--- src/design/demux_pkg.sv ---
// stream demux shared definitions
// widths, channel map, packet type codes and the head word layouts

package demux_pkg;

   localparam int DATA_W = 64;             // stream word width
   localparam int N_CHAN = 4;              // output channels
   localparam int CHAN_W = 2;              // channel index width
   localparam int CNT_W  = 16;             // per-channel packet counter width

   // one bit per channel, a clear bit means nothing is connected there
   localparam logic [N_CHAN-1:0] ACTIVE_CHAN = 4'b1011;

   localparam logic [3:0] TYPE_DATA = 4'd1;   // stream data packet
   localparam logic [3:0] TYPE_CMD  = 4'd10;  // command packet

   localparam logic [CHAN_W-1:0] DEFAULT_CHAN = 2'd3;  // unknown types land here

   // data packet head word
   typedef struct packed {
      logic [3:0]  pkt_type;
      logic [11:0] rsvd;
      logic [15:0] pkt_size;   // words in packet, not checked
      logic [31:0] stream_id;  // low bits pick the channel
   } stream_hdr_t;

   // command packet head word
   typedef struct packed {
      logic [3:0]  pkt_type;
      logic [57:0] rsvd;
      logic [1:0]  dest_port;  // channel number directly
   } cmd_hdr_t;

   // the same 64 bits seen either way, type nibble sits on top in both
   typedef union packed {
      stream_hdr_t strm;
      cmd_hdr_t    cmd;
   } hdr_word_u;

endpackage

--- src/design/flop_fifo2.sv ---
// two-entry register buffer for one stream word plus last
// ready toward the sender comes straight from a flop, throughput is one word per cycle

`timescale 1ns/100ps

module flop_fifo2
(
   input  logic                         clk,
   input  logic                         i_rst,
   input  logic                         i_clear,
   input  logic [demux_pkg::DATA_W-1:0] i_tdata,
   input  logic                         i_tlast,
   input  logic                         i_tvalid,
   output logic                         o_tready,
   output logic [demux_pkg::DATA_W-1:0] o_tdata,
   output logic                         o_tlast,
   output logic                         o_tvalid,
   input  logic                         i_tready
);

   logic [demux_pkg::DATA_W:0] head_q;  // {last, data} at the output
   logic [demux_pkg::DATA_W:0] spare_q; // second slot, only used under stall
   logic                       head_v;
   logic                       spare_v;
   logic                       push;
   logic                       pop;

   assign push = i_tvalid & o_tready;
   assign pop  = head_v & i_tready;

   always_ff @(posedge clk)
   begin
      if (i_rst || i_clear)
      begin
         head_v  <= 1'b0;
         spare_v <= 1'b0;
      end
      else
      begin
         if (pop)
         begin
            head_v  <= spare_v | push;
            spare_v <= 1'b0;  // a full buffer takes nothing in, so a pop frees the spare
         end
         else if (push)
         begin
            head_v  <= 1'b1;
            spare_v <= head_v;
         end
      end
   end

   // payload, no reset
   always_ff @(posedge clk)
   begin
      if (pop)
         head_q <= spare_v ? spare_q : {i_tlast, i_tdata};
      else if (push && !head_v)
         head_q <= {i_tlast, i_tdata};
      if (push && head_v && !pop)
         spare_q <= {i_tlast, i_tdata};
   end

   assign o_tready = ~spare_v;  // registered, full only with both slots taken
   assign o_tvalid = head_v;
   assign {o_tlast, o_tdata} = head_q;

endmodule

--- src/design/header_router.sv ---
// header router
// reads the packet head word as either layout and picks the output channel

`timescale 1ns/100ps

module header_router
(
   input  logic [demux_pkg::DATA_W-1:0] i_head,
   output logic [demux_pkg::CHAN_W-1:0] o_dest
);

   demux_pkg::hdr_word_u hdr;

   assign hdr = i_head;

   // type nibble is shared by both views, decode it once
   always_comb
   begin
      case (hdr.strm.pkt_type)
         demux_pkg::TYPE_DATA, demux_pkg::TYPE_CMD:
         begin
            o_dest = hdr.cmd.dest_port;  // same two bits as the stream id low bits
         end
         default:
         begin
            o_dest = demux_pkg::DEFAULT_CHAN;
         end
      endcase
   end

endmodule

--- src/design/demux_fsm.sv ---
// routing state machine for the stream demux
// latches a channel from the head word and holds it until the last word leaves,
// valid goes to that channel only and ready comes back from it

`timescale 1ns/100ps

module demux_fsm
(
   input  logic                         clk,
   input  logic                         i_rst,
   input  logic                         i_clear,
   input  logic                         i_tvalid,
   input  logic                         i_tlast,
   output logic                         o_tready,
   input  logic [demux_pkg::CHAN_W-1:0] i_dest,
   output logic [demux_pkg::N_CHAN-1:0] o_tvalid,
   input  logic [demux_pkg::N_CHAN-1:0] i_tready,
   output logic                         o_done,
   output logic [demux_pkg::CHAN_W-1:0] o_done_chan,
   output logic                         o_done_drop
);

   logic [demux_pkg::N_CHAN-1:0] state;  // one-hot channel, all zero is idle
   logic                         busy;
   logic                         xfer_last;

   assign busy      = |state;
   assign xfer_last = busy & i_tvalid & o_tready & i_tlast;

   always_ff @(posedge clk)
   begin
      if (i_rst || i_clear)
      begin
         state <= '0;
      end
      else if (!busy)
      begin
         if (i_tvalid)
            state <= {{(demux_pkg::N_CHAN-1){1'b0}}, 1'b1} << i_dest;
      end
      else if (xfer_last)
      begin
         state <= '0;  // one idle cycle before the next head is decoded
      end
   end

   // unconnected channels never see valid and always take words
   assign o_tvalid = state & {demux_pkg::N_CHAN{i_tvalid}} & demux_pkg::ACTIVE_CHAN;
   assign o_tready = |(state & (i_tready | ~demux_pkg::ACTIVE_CHAN));

   // one-hot to index for the counter
   always_comb
   begin
      o_done_chan = '0;
      for (int i = 0; i < demux_pkg::N_CHAN; i++)
      begin
         if (state[i])
            o_done_chan = i[demux_pkg::CHAN_W-1:0];
      end
   end

   assign o_done      = xfer_last;
   assign o_done_drop = |(state & ~demux_pkg::ACTIVE_CHAN);

endmodule

--- src/design/pkt_counter.sv ---
// packet counters for the stream demux
// one saturating count per channel plus one for packets dropped on unconnected channels

`timescale 1ns/100ps

module pkt_counter
(
   input  logic                                           clk,
   input  logic                                           i_rst,
   input  logic                                           i_clear,
   input  logic                                           i_done,
   input  logic [demux_pkg::CHAN_W-1:0]                   i_done_chan,
   input  logic                                           i_done_drop,
   output logic [demux_pkg::N_CHAN*demux_pkg::CNT_W-1:0]  o_pkt_count,
   output logic [demux_pkg::CNT_W-1:0]                    o_drop_count
);

   logic [demux_pkg::CNT_W-1:0] chan_cnt [demux_pkg::N_CHAN];
   logic [demux_pkg::CNT_W-1:0] drop_cnt;

   always_ff @(posedge clk)
   begin
      if (i_rst || i_clear)
      begin
         for (int i = 0; i < demux_pkg::N_CHAN; i++)
            chan_cnt[i] <= '0;
         drop_cnt <= '0;
      end
      else if (i_done)
      begin
         if (i_done_drop)
         begin
            if (drop_cnt != '1)
               drop_cnt <= drop_cnt + 1'b1;
         end
         else if (chan_cnt[i_done_chan] != '1)  // hold at all ones
         begin
            chan_cnt[i_done_chan] <= chan_cnt[i_done_chan] + 1'b1;
         end
      end
   end

   for (genvar g = 0; g < demux_pkg::N_CHAN; g++)
   begin : g_flat
      assign o_pkt_count[g*demux_pkg::CNT_W +: demux_pkg::CNT_W] = chan_cnt[g];
   end

   assign o_drop_count = drop_cnt;

endmodule

--- src/design/stream_demux_top.sv ---
// packet stream demux top level
// buffered 64-bit input, each packet steered whole to one of four channels,
// with per-channel and drop packet counters

`timescale 1ns/100ps

module stream_demux_top
(
   input  logic                                           clk,
   input  logic                                           i_rst,
   input  logic                                           i_clear,
   input  logic [demux_pkg::DATA_W-1:0]                   i_tdata,
   input  logic                                           i_tlast,
   input  logic                                           i_tvalid,
   output logic                                           o_tready,
   output logic [demux_pkg::DATA_W-1:0]                   o_tdata,
   output logic                                           o_tlast,
   output logic [demux_pkg::N_CHAN-1:0]                   o_tvalid,
   input  logic [demux_pkg::N_CHAN-1:0]                   i_tready,
   output logic [demux_pkg::N_CHAN*demux_pkg::CNT_W-1:0]  o_pkt_count,
   output logic [demux_pkg::CNT_W-1:0]                    o_drop_count
);

   logic                         head_valid;
   logic                         head_ready;
   logic [demux_pkg::CHAN_W-1:0] dest;
   logic                         done;
   logic [demux_pkg::CHAN_W-1:0] done_chan;
   logic                         done_drop;

   // head data and last fan out to every channel as is
   flop_fifo2 u_fifo (
      .clk      (clk),
      .i_rst    (i_rst),
      .i_clear  (i_clear),
      .i_tdata  (i_tdata),
      .i_tlast  (i_tlast),
      .i_tvalid (i_tvalid),
      .o_tready (o_tready),
      .o_tdata  (o_tdata),
      .o_tlast  (o_tlast),
      .o_tvalid (head_valid),
      .i_tready (head_ready)
   );

   header_router u_router (
      .i_head (o_tdata),
      .o_dest (dest)     // only looked at while idle
   );

   demux_fsm u_fsm (
      .clk         (clk),
      .i_rst       (i_rst),
      .i_clear     (i_clear),
      .i_tvalid    (head_valid),
      .i_tlast     (o_tlast),
      .o_tready    (head_ready),
      .i_dest      (dest),
      .o_tvalid    (o_tvalid),
      .i_tready    (i_tready),
      .o_done      (done),
      .o_done_chan (done_chan),
      .o_done_drop (done_drop)
   );

   pkt_counter u_counter (
      .clk          (clk),
      .i_rst        (i_rst),
      .i_clear      (i_clear),
      .i_done       (done),
      .i_done_chan  (done_chan),
      .i_done_drop  (done_drop),
      .o_pkt_count  (o_pkt_count),
      .o_drop_count (o_drop_count)
   );

endmodule

--- config.mk ---
export PLATFORM = sky130hd
export DESIGN_NAME = stream_demux_top
export DESIGN_NICKNAME = d
export VERILOG_FILES = /design/src/design/demux_pkg.sv /design/src/design/flop_fifo2.sv /design/src/design/header_router.sv /design/src/design/demux_fsm.sv /design/src/design/pkt_counter.sv /design/src/design/stream_demux_top.sv
export SDC_FILE = /design/constraint.sdc
export NUM_CORES = 1
export LEC_CHECK = 0
export BUFFER_PORTS_ARGS = -buffer_cell sky130_fd_sc_hd__buf_2
export CORE_MARGIN = 2
export CORE_UTILIZATION = 50
export DETAILED_ROUTE_END_ITERATION = 6
export PLACE_DENSITY = 0.76
export SLEW_MARGIN = 20
export SYNTH_ARGS = -nofsm -noshare
export SYNTH_HDL_FRONTEND = slang
export SYNTH_SLANG_ARGS = --single-unit
--- constraint.sdc ---
create_clock -name clk -period 8.9 [get_ports clk]
set_clock_uncertainty 0.15 [all_clocks]
set_input_delay 0 -clock clk [delete_from_list [all_inputs] [get_ports clk]]
set_output_delay 0 -clock clk [all_outputs]
set_load 0.02 [all_outputs]
======== Word-level counts from Yosys, hierarchy flattened ========
Memories as Yosys holds them, arrays and structs flattened.
Cells that the tools add are included.
storage, ports and cells
  input port bits ......................... 73
  bits in writable memories ............... 64
  logic and storage cells ................. 62
  memories ................................ 1
  flip-flop bits (word level) ............. 152
  output and inout bits ................... 150
cells by class
  reductions and logical operators ........ 16
  add/subtract/negate cells ............... 2
  muxes and demuxes ....................... 22
  bitwise gates (word level) .............. 9
  shifts and indexed selects .............. 1
  eq/ne operators ......................... 5
memory list
  name                words  width  rd ports  clocked after memory_dff  write ports  RTL line           source
  u_counter.chan_cnt  4      16     5         0                         4            pkt_counter.sv:18  logic [demux_pkg::CNT_W-1:0] chan_cnt [demux_pkg::N_CHAN];
operator list
  operator                                                               number
  65-bit two-way mux                                                     3
  16-bit by 1-bit adder with 16-bit output, second input constant        2
  16-bit inequality test, second input constant                          2
  16-bit two-way mux                                                     1
  16-bit OR reduction                                                    1
  4-bit two-way mux                                                      3
  1-bit two-way mux                                                      11
  4-bit bitwise AND                                                      2
  2-bit two-way mux                                                      4
  4-bit OR reduction                                                     2
  2-bit nonzero test                                                     3
  1-bit bitwise AND                                                      5
  4-bit by 1-bit equality test with 1-bit output, second input constant  1
  4-bit equality test, second input constant                             1
  2-bit OR reduction                                                     2
  1-bit by 2-bit << shifter with 4-bit output, first input constant      1
  1-bit logical AND                                                      3
  3-bit AND reduction                                                    1
  1-bit zero test                                                        2
  2-bit inequality test, second input constant                           1
  2-bit AND reduction                                                    1
  1-bit logical OR                                                       1
  1-bit NOT                                                              1
  1-bit bitwise OR                                                       1

======== Longest topological paths before layout ========
Gate-level depths: netlist (run 1).
An unclocked memory read counts as a cell.
  word-level depth ........................ 12
  mapped depth ............................ 12
  depth with buffers taken out ............ 8

======== Cells and area by module ========
From an unflattened synthesis (run 1), not the netlist that was laid out.
unflattened totals
  cell total of the unflattened synthesis .. 552
  area total of the unflattened synthesis .. 9095.0 µm²
modules (own cells, without submodules)
  module         area each (µm²)  sequential area each (µm²)  times used  cells each
  flop_fifo2     4994.8           3943.8                      1           215
  pkt_counter    3833.7           2242.2                      1           301
  demux_fsm      227.7            80.1                        1           30
  header_router  38.8             0.0                         1           6

======== Worst setup path after synthesis (run 1) ========
Ideal clock, no wire load.
  path kind ............................... reg-to-reg
  from .................................... register u_fsm.state[1] (netlist bit)
  to ...................................... register u_fifo.spare_q[0] (netlist bit), enable pin
  library setup time ...................... 568 ps
  slack ................................... 2474 ps
  cell stages (with the launch flop) ...... 6
  arrival ................................. 5708 ps
  required time ........................... 8182 ps
  cells stage by stage .................... dfxtp_1 -> buf_6 -> buf_4 -> a222oi_1 -> nand2b_1 -> nor3_1
on the way
  word-level cells in the longest chain between the ends .. 5
RTL lines
  item                    RTL line          source
  from (decl)             demux_fsm.sv:23   logic [demux_pkg::N_CHAN-1:0] state;
  from (signal assigned)  demux_fsm.sv:39   state <= {{(demux_pkg::N_CHAN-1){1'b0}}, 1'b1} << i_dest;
  4-bit bitwise AND       demux_fsm.sv:49   assign o_tready = |(state & (i_tready | ~demux_pkg::ACTIVE_CHAN));
  4-bit OR reduction      demux_fsm.sv:49
  1-bit bitwise AND       flop_fifo2.sv:29  assign pop = head_v & i_tready;
  1-bit zero test         flop_fifo2.sv:60  if (push && head_v && !pop)
  1-bit logical AND       flop_fifo2.sv:60
  to (signal assigned)    flop_fifo2.sv:61  spare_q <= {i_tlast, i_tdata};
  to (decl)               flop_fifo2.sv:22  logic [demux_pkg::DATA_W:0] spare_q;
No other way between the ends.
A chain may end at the register's enable or synchronous reset.

==> results of run 1 <==
==> per-layer routing <==
| layer | wire length [um] | track usage, % | vias up |
|---|---|---|---|
| li1 | - | - | 2811 |
| met1 | 8763 | 28.40 | 2837 |
| met2 | 10560 | 38.58 | 236 |
| met3 | 1849 | 6.181 | 29 |
| met4 | 294 | 4.983 | 0 |
| met5 | 0 | 0 | - |
==> worst max-delay path by stage <==
stage / from / end / slack (ns)
after floorplan: u_fsm.state[1] / u_fifo.spare_q[0] / 2.47
after global placement: u_fsm.state[2] / u_counter.chan_cnt[1][1] / 5.15
after detailed placement: u_fsm.state[2] / u_counter.chan_cnt[1][0] / 5.15
after CTS: u_fsm.state[2] / u_counter.chan_cnt[1][6] / 5.10
after global routing: u_fsm.state[2] / u_counter.chan_cnt[1][0] / 4.88
final: u_fsm.state[2] / u_counter.chan_cnt[1][6] / 5.09
==> sequential cells by signal, summed over array words and instances (netlist names) <==
| name | flops |
|---|---|
| u_counter.chan_cnt | 64 |
| u_fifo.head_q | 65 |
| u_counter.o_drop_count | 16 |
| u_fifo.spare_q | 65 |
| u_fifo.spare_v | 1 |
| u_fsm.state | 4 |
| u_fifo.o_tvalid | 1 |
==> stage by stage <==
| step | instance area [um^2] | util, % |
|---|---|---|
| finish | 11660 | 67.18 |
| floorplan | 8945 | - |
| global placement | 10220 | 58.87 |
| detailed placement | 10220 | 58.87 |
| global route | 11660 | 67.18 |
| CTS | 11660 | 67.18 |
==> critical path, stage by stage, from the launching register on <==
cell	delay, ns
dfxtp_1	0.92
or2_1	0.45
o22ai_1	0.21
or3_4	0.47
nor3b_4	0.41
nand4_4	0.23
a41o_1	0.60
==> final cells by class <==
class,count,area [um^2],area share (%)
Clock inverter,16,214.0,1.835
Timing Repair Buffer,294,1824,15.65
Clock buffer,24,558.0,4.786
Tap cell,225,281.5,2.414
Multi-Input combinational cell,357,2494,21.39
Sequential cell,216,6266,53.74
Inverter,6,22.52,0.1932
==> cell usage in the layout, fill, tap and decap left out, types with 5 or more instances in the layout <==
| cell | Yosys | final |
|---|---|---|
| nand3_1 | 15 | 15 |
| mux2i_1 | 12 | 12 |
| edfxtp_1 | 194 | 194 |
| nor3_1 | 9 | 8 |
| o21ai_0 | 9 | 8 |
| conb_1 | 1 | 17 |
| dlygate4sd3_1 | 0 | 67 |
| dfxtp_1 | 22 | 22 |
| nor2b_1 | 6 | 6 |
| buf_2 | 5 | 220 |
| mux2_2 | 69 | 69 |
| buf_4 | 3 | 7 |
| xor2_1 | 19 | 19 |
| a21oi_1 | 16 | 16 |
| clkinv_2 | 0 | 5 |
| nand2_1 | 26 | 26 |
| bufinv_16 | 0 | 5 |
| clkbuf_16 | 0 | 22 |
| nor2_1 | 80 | 79 |
| xnor2_1 | 8 | 8 |
| nand4_1 | 6 | 6 |
| inv_1 | 5 | 5 |
==> timing repair <==
| item | in CTS | in global routing |
|---|---|---|
| gates resized for setup | 0 | 0 |
| hold buffers | 67 | 0 |
| hold endpoints to repair | 132 | 0 |
==> power by group through the flow <==
stage	registers [uW]	logic, uW	clock network, uW
after floorplan	1240	50.4	0
after global placement	1190	163	0
after detailed placement	1190	166	0
after CTS	1170	189	993
after global routing	1180	205	1030
final	1170	191	980
==> kinds of logic (layout without fill, tap and decap cells) <==
kind of cell	count (synthesis)	count (layout)	share of synthesized area, %
fa+ha+maj	2	2	0.2816
flops	216	216	70.53
other cells	1	17	0.04221
compound gates	59	59	4.563
buf+inv	33	340	2.352
mux	81	81	10.10
simple gates	171	171	9.478
xor+xnor	27	27	2.662
==> run metrics, run 1 <==
status complete, no violations; H-tree level count 1; Routability Congestion 0.8112; worst-path fanout max 24; Post-CTS Setup Bufs 0; Ant. Diodes 0; mapped cell area 0.008885 mm^2; CTS Buffer Depth 3; full die area 0.01885 mm^2; Leak Pwr 0.004541 uW; Top Ports 223; register clock-pin slew on the reported worst setup and hold paths 0.06 ns; Avg Cell Area, Syn 15.06 um^2; TritonCTS clock tree done; part of the power in combinational logic 8.2%; Crit Path Class reg2reg; IO Port Bufs 220; filler cell count 1208; Critical Path RT 8.87 ns; num rows 48; FF-to-FF setup slack 5.09 ns; setup ws final 5.086 ns; Worst Hold Path EP u_fifo.o_tvalid; DR vias 5913; largest net degree at the start of global routing 66; Min Hold Slack 0.04808 ns; max-cap violation count 0; Die Span X 137.3 um; sequential area share after synthesis 70.53%; placed cells 1031; drt initial violations 419; RSZ-0062 raised after global routing no; Arrival @ worst endpoint 3.79 ns; total wire length 21.47 mm; dpl hpwl 13.07 mm; Synth top area share 65.57%; r2r worst-path depth 6; DR vias/cell 5.196; Routed Antenna Nets 0; PwrDens 201.0 mW/mm^2; net switching power 516.3 uW; worst slack, placed 5.151 ns; CP startpoint kind flop; Syn Inst Count 590; total congestion overflow 0; #FFs+latches synth 216; first-pass GRT wire length 32.44 mm; final setup vio count 0; hold violation count in the final report 0; switching share of power 22.03%; die height 137.3 um; min-delay worst type in2reg; core area 0.01736 mm^2; Sink Count 216; share of power burned in registers 50.0%; most numerous cell in the Yosys netlist edfxtp_1; internal power 1828 uW; initial antenna violation count 0; hold path cells 5; Yosys cell types 59; fraction of layout instances using a drive strength above 1 38.23%; commonest register cell after synthesis edfxtp_1; final slew viol count 0; Max-slew headroom 39.06%; Initial Util 51.19%; Least-Margin Pin Slew 0.9129 ns; Max IR drop VDD 0.2206 mV; # DRC 0; nets 972; async set or reset register ratio after synthesis 0%; Pre-antenna DRT Iters 4; fmax 262.2 MHz; Setup TNS 0 ns; vias in the first global route 5953; Tmin final 3.814 ns; Synth area leaders edfxtp_1 (66%), mux2_2 (8.7%), dfxtp_1 (5.0%); final cell count without fillers 1138; CTS root buf clkbuf_16; total CTS buffers 22; synth warn 0; Total GRT Usage 22.41%; reg2reg start u_fsm.state[2]; reg2reg end u_counter.chan_cnt[1][6]; Clock Power Share 41.8%; post-synth top area cell edfxtp_1; CP Capture Type flop; Overall Power 2344 uW; fin crit share 42.86%; Worst-Skew Late Latency 0.50 ns; hold path startpoint i_tready[3]; EDFF count, synth 194; synth cell count leaders edfxtp_1 (194), nor2_1 (80), mux2_2 (69); Area Growth Syn to Fin 31.23%; WL/cell 18.86 um
Note: power is estimated with default switching activity, not from simulation.
==> run 2: changes to the inputs <==
==> constraint.sdc (replaced) <==
create_clock -name clk -period 3.9 [get_ports clk]
set_clock_uncertainty 0.15 [all_clocks]
set_input_delay 0 -clock clk [delete_from_list [all_inputs] [get_ports clk]]
set_output_delay 0 -clock clk [all_outputs]
set_load 0.02 [all_outputs]
==> run metrics, run 2 (same netlist as run 1, synthesis figures left out) <==
status complete, no violations; CTS Buffer Depth 3 (unchanged); min-delay worst type in2reg; fraction of layout instances using a drive strength above 1 38.17% (-0.058 points); CTS root buf clkbuf_16; Arrival @ worst endpoint 3.45 ns (-0.34 ns); Worst setup endpoint u_counter.chan_cnt[1][3]; Regs by FF count u_fifo.head_q (65), u_fifo.spare_q (65), u_counter.chan_cnt (64); # DRC 0 (unchanged); Sink Count 216 (unchanged); TritonCTS clock tree done; Routed Antenna Nets 0 (unchanged); Max IR drop VDD 0.4118 mV (+87%); worst slack, placed 0.4911 ns (-4.660 ns); Tmin final 3.485 ns (-0.3290 ns); register clock-pin slew on the reported worst setup and hold paths 0.06 ns (about the same); setup ws final 0.4146 ns (-4.671 ns); Critical Path RT 3.86 ns (-5.01 ns); Leak Pwr 0.004556 uW (+0.34%); Finished Core Util 67.55% (+0.37 points); DR vias/cell 5.258 (+1.2%); max-cap violation count 0 (unchanged); die height 137.3 um (unchanged); Multi-input gate area 0.002500 mm^2 (+0.25%); full die area 0.01885 mm^2 (unchanged); commonest non-fill, non-tap cell in the layout buf_2; Critical path origin u_fsm.state[1]; H-tree level count 1 (unchanged); total CTS buffers 22 (unchanged); hold path cells 5 (unchanged); Worst-Skew Late Latency 0.49 ns (about the same); initial antenna violation count 0 (unchanged); fin crit share 89.37% (+47 points); CP Capture Type flop; hold violation count in the final report 0 (unchanged); Die Span X 137.3 um (unchanged); total congestion overflow 0 (unchanged); reg2reg start u_fsm.state[1]; drt initial violations 416 (-0.72%); IO Port Bufs 220 (unchanged); r2r worst-path depth 7 (+1); num rows 48 (unchanged); Max-slew headroom 39.99% (+0.93 points); most frequent cells in the layout buf_2 (220), edfxtp_1 (194), nor2_1 (79); FF+latch area 0.006266 mm^2 (unchanged); nets 976 (+0.41%); Pre-antenna DRT Iters 5 (+1); total wire length 20.74 mm (-3.4%); Post-CTS Setup Bufs 0 (unchanged); Top Ports 223 (unchanged); WL/cell 18.16 um (-3.7%); Ant. Diodes 0 (unchanged); vias in the first global route 5951 (-0.034%); Crit Path Class reg2reg; post_cts resized 0 (unchanged); CP startpoint kind flop; Area Growth Syn to Fin 31.95%; Routability Congestion 0.8329 (+2.7%); filler cell count 1251 (+3.6%); FF-to-FF setup slack 0.41 ns (-4.67 ns); Total GRT Usage 21.78% (-0.63 points); core area 0.01736 mm^2 (unchanged); Least-Margin Pin Slew 0.8969 ns (-0.01598 ns); RSZ-0062 raised after global routing no; final slew viol count 0 (unchanged); DR vias 6005 (+1.6%); dpl hpwl 13.44 mm (+2.8%); reg2reg end u_counter.chan_cnt[1][3]; first-pass GRT wire length 31.57 mm (-2.7%); worst-path fanout max 23 (-4.2%); Setup TNS 0 ns (unchanged); Initial Util 51.19% (unchanged); largest net degree at the start of global routing 66 (unchanged); PwrDens 447.4 mW/mm^2 (+120%); final setup vio count 0 (unchanged); fmax 286.9 MHz (+9.4%)
==> run 2: cell count changes in the layout (fill, tap and decap cells not counted) <==
cell	before	now
clkbuf_1	2	6
clkinv_2	5	1
buf_12	0	3
bufinv_16	5	2
clkbuf_16	22	24
clkbuf_8	0	2
buf_16	0	1
clkinv_1	4	3
clkinv_8	1	0
clkinvlp_4	1	2
nor3_2	1	0
nor3_4	0	1
==> run 2: report_power, final <==
| part | leakage (uW) | switching, uW | internal [uW] |
|---|---|---|---|
| Sequential | 0.00209 | 45.3 | 2630 |
| Clock | 0.000354 | 837 | 1290 |
| Combinational | 0.00211 | 264 | 177 |
| Total | 0.00456 | 1150 | 4100 |
==> run 2: how the worst min path moves through the flow <==
stage,start,end,slack (ns)
after global placement,i_tdata[4],u_fifo.spare_q[4],0.04
after global routing,i_tdata[57],u_fifo.spare_q[57],0.08
after detailed placement,i_tdata[18],u_fifo.spare_q[18],0.04
after CTS,i_tready[3],u_fifo.o_tvalid,0.04
after floorplan,i_tdata[0],u_fifo.spare_q[0],-0.05
final,i_tready[3],u_fifo.o_tvalid,0.07
==> run 2: per-layer routing <==
metal / vias up / share of wire, % / track usage (%)
li1: 2817 / - / -
met1: 2901 / 39 / 27.46
met2: 255 / 49 / 36.79
met3: 32 / 9.6 / 6.439
met4: 0 / 1.9 / 5.956
met5: - / 0 / 0
==> run 2: stage by stage <==
step                total power [uW]  instance area (um^2)  hold WS (ns)  cells
floorplan                       2936                  8960      -0.05113    606
detailed placement              3104                 10280       0.04215   1034
finish                          5245                 11720       0.07461   1142
global route                    5412                 11720       0.07605   1142
global placement                3096                 10280       0.03951   1034
CTS                             5281                 11700       0.04464   1141
==> run 2: what timing repair did <==
action / 4_1_cts / 5_1_grt
hold endpoints to repair: 132 / 0
endpoints found under the setup margin: 0 / 0
hold buffers: 67 / 0
==> run 2: layout make-up <==
class | count | share of cell area (%)
sequential | 216 | 53.45
multi-input combinational | 357 | 21.32
timing repair buffer | 298 | 16.31
clock buffer | 32 | 5.550
tap | 225 | 2.401
clock inverter | 8 | 0.7791
inverter | 6 | 0.1921
==> run 2: critical path: stages (launching register included) <==
cell and delay [ns]:
dfxtp_1 0.58, buf_4 0.40, mux2i_1 0.15, o21a_1 0.19
nor3_1 0.42, nor3b_2 0.40, nand4_4 0.20, a41o_1 0.60
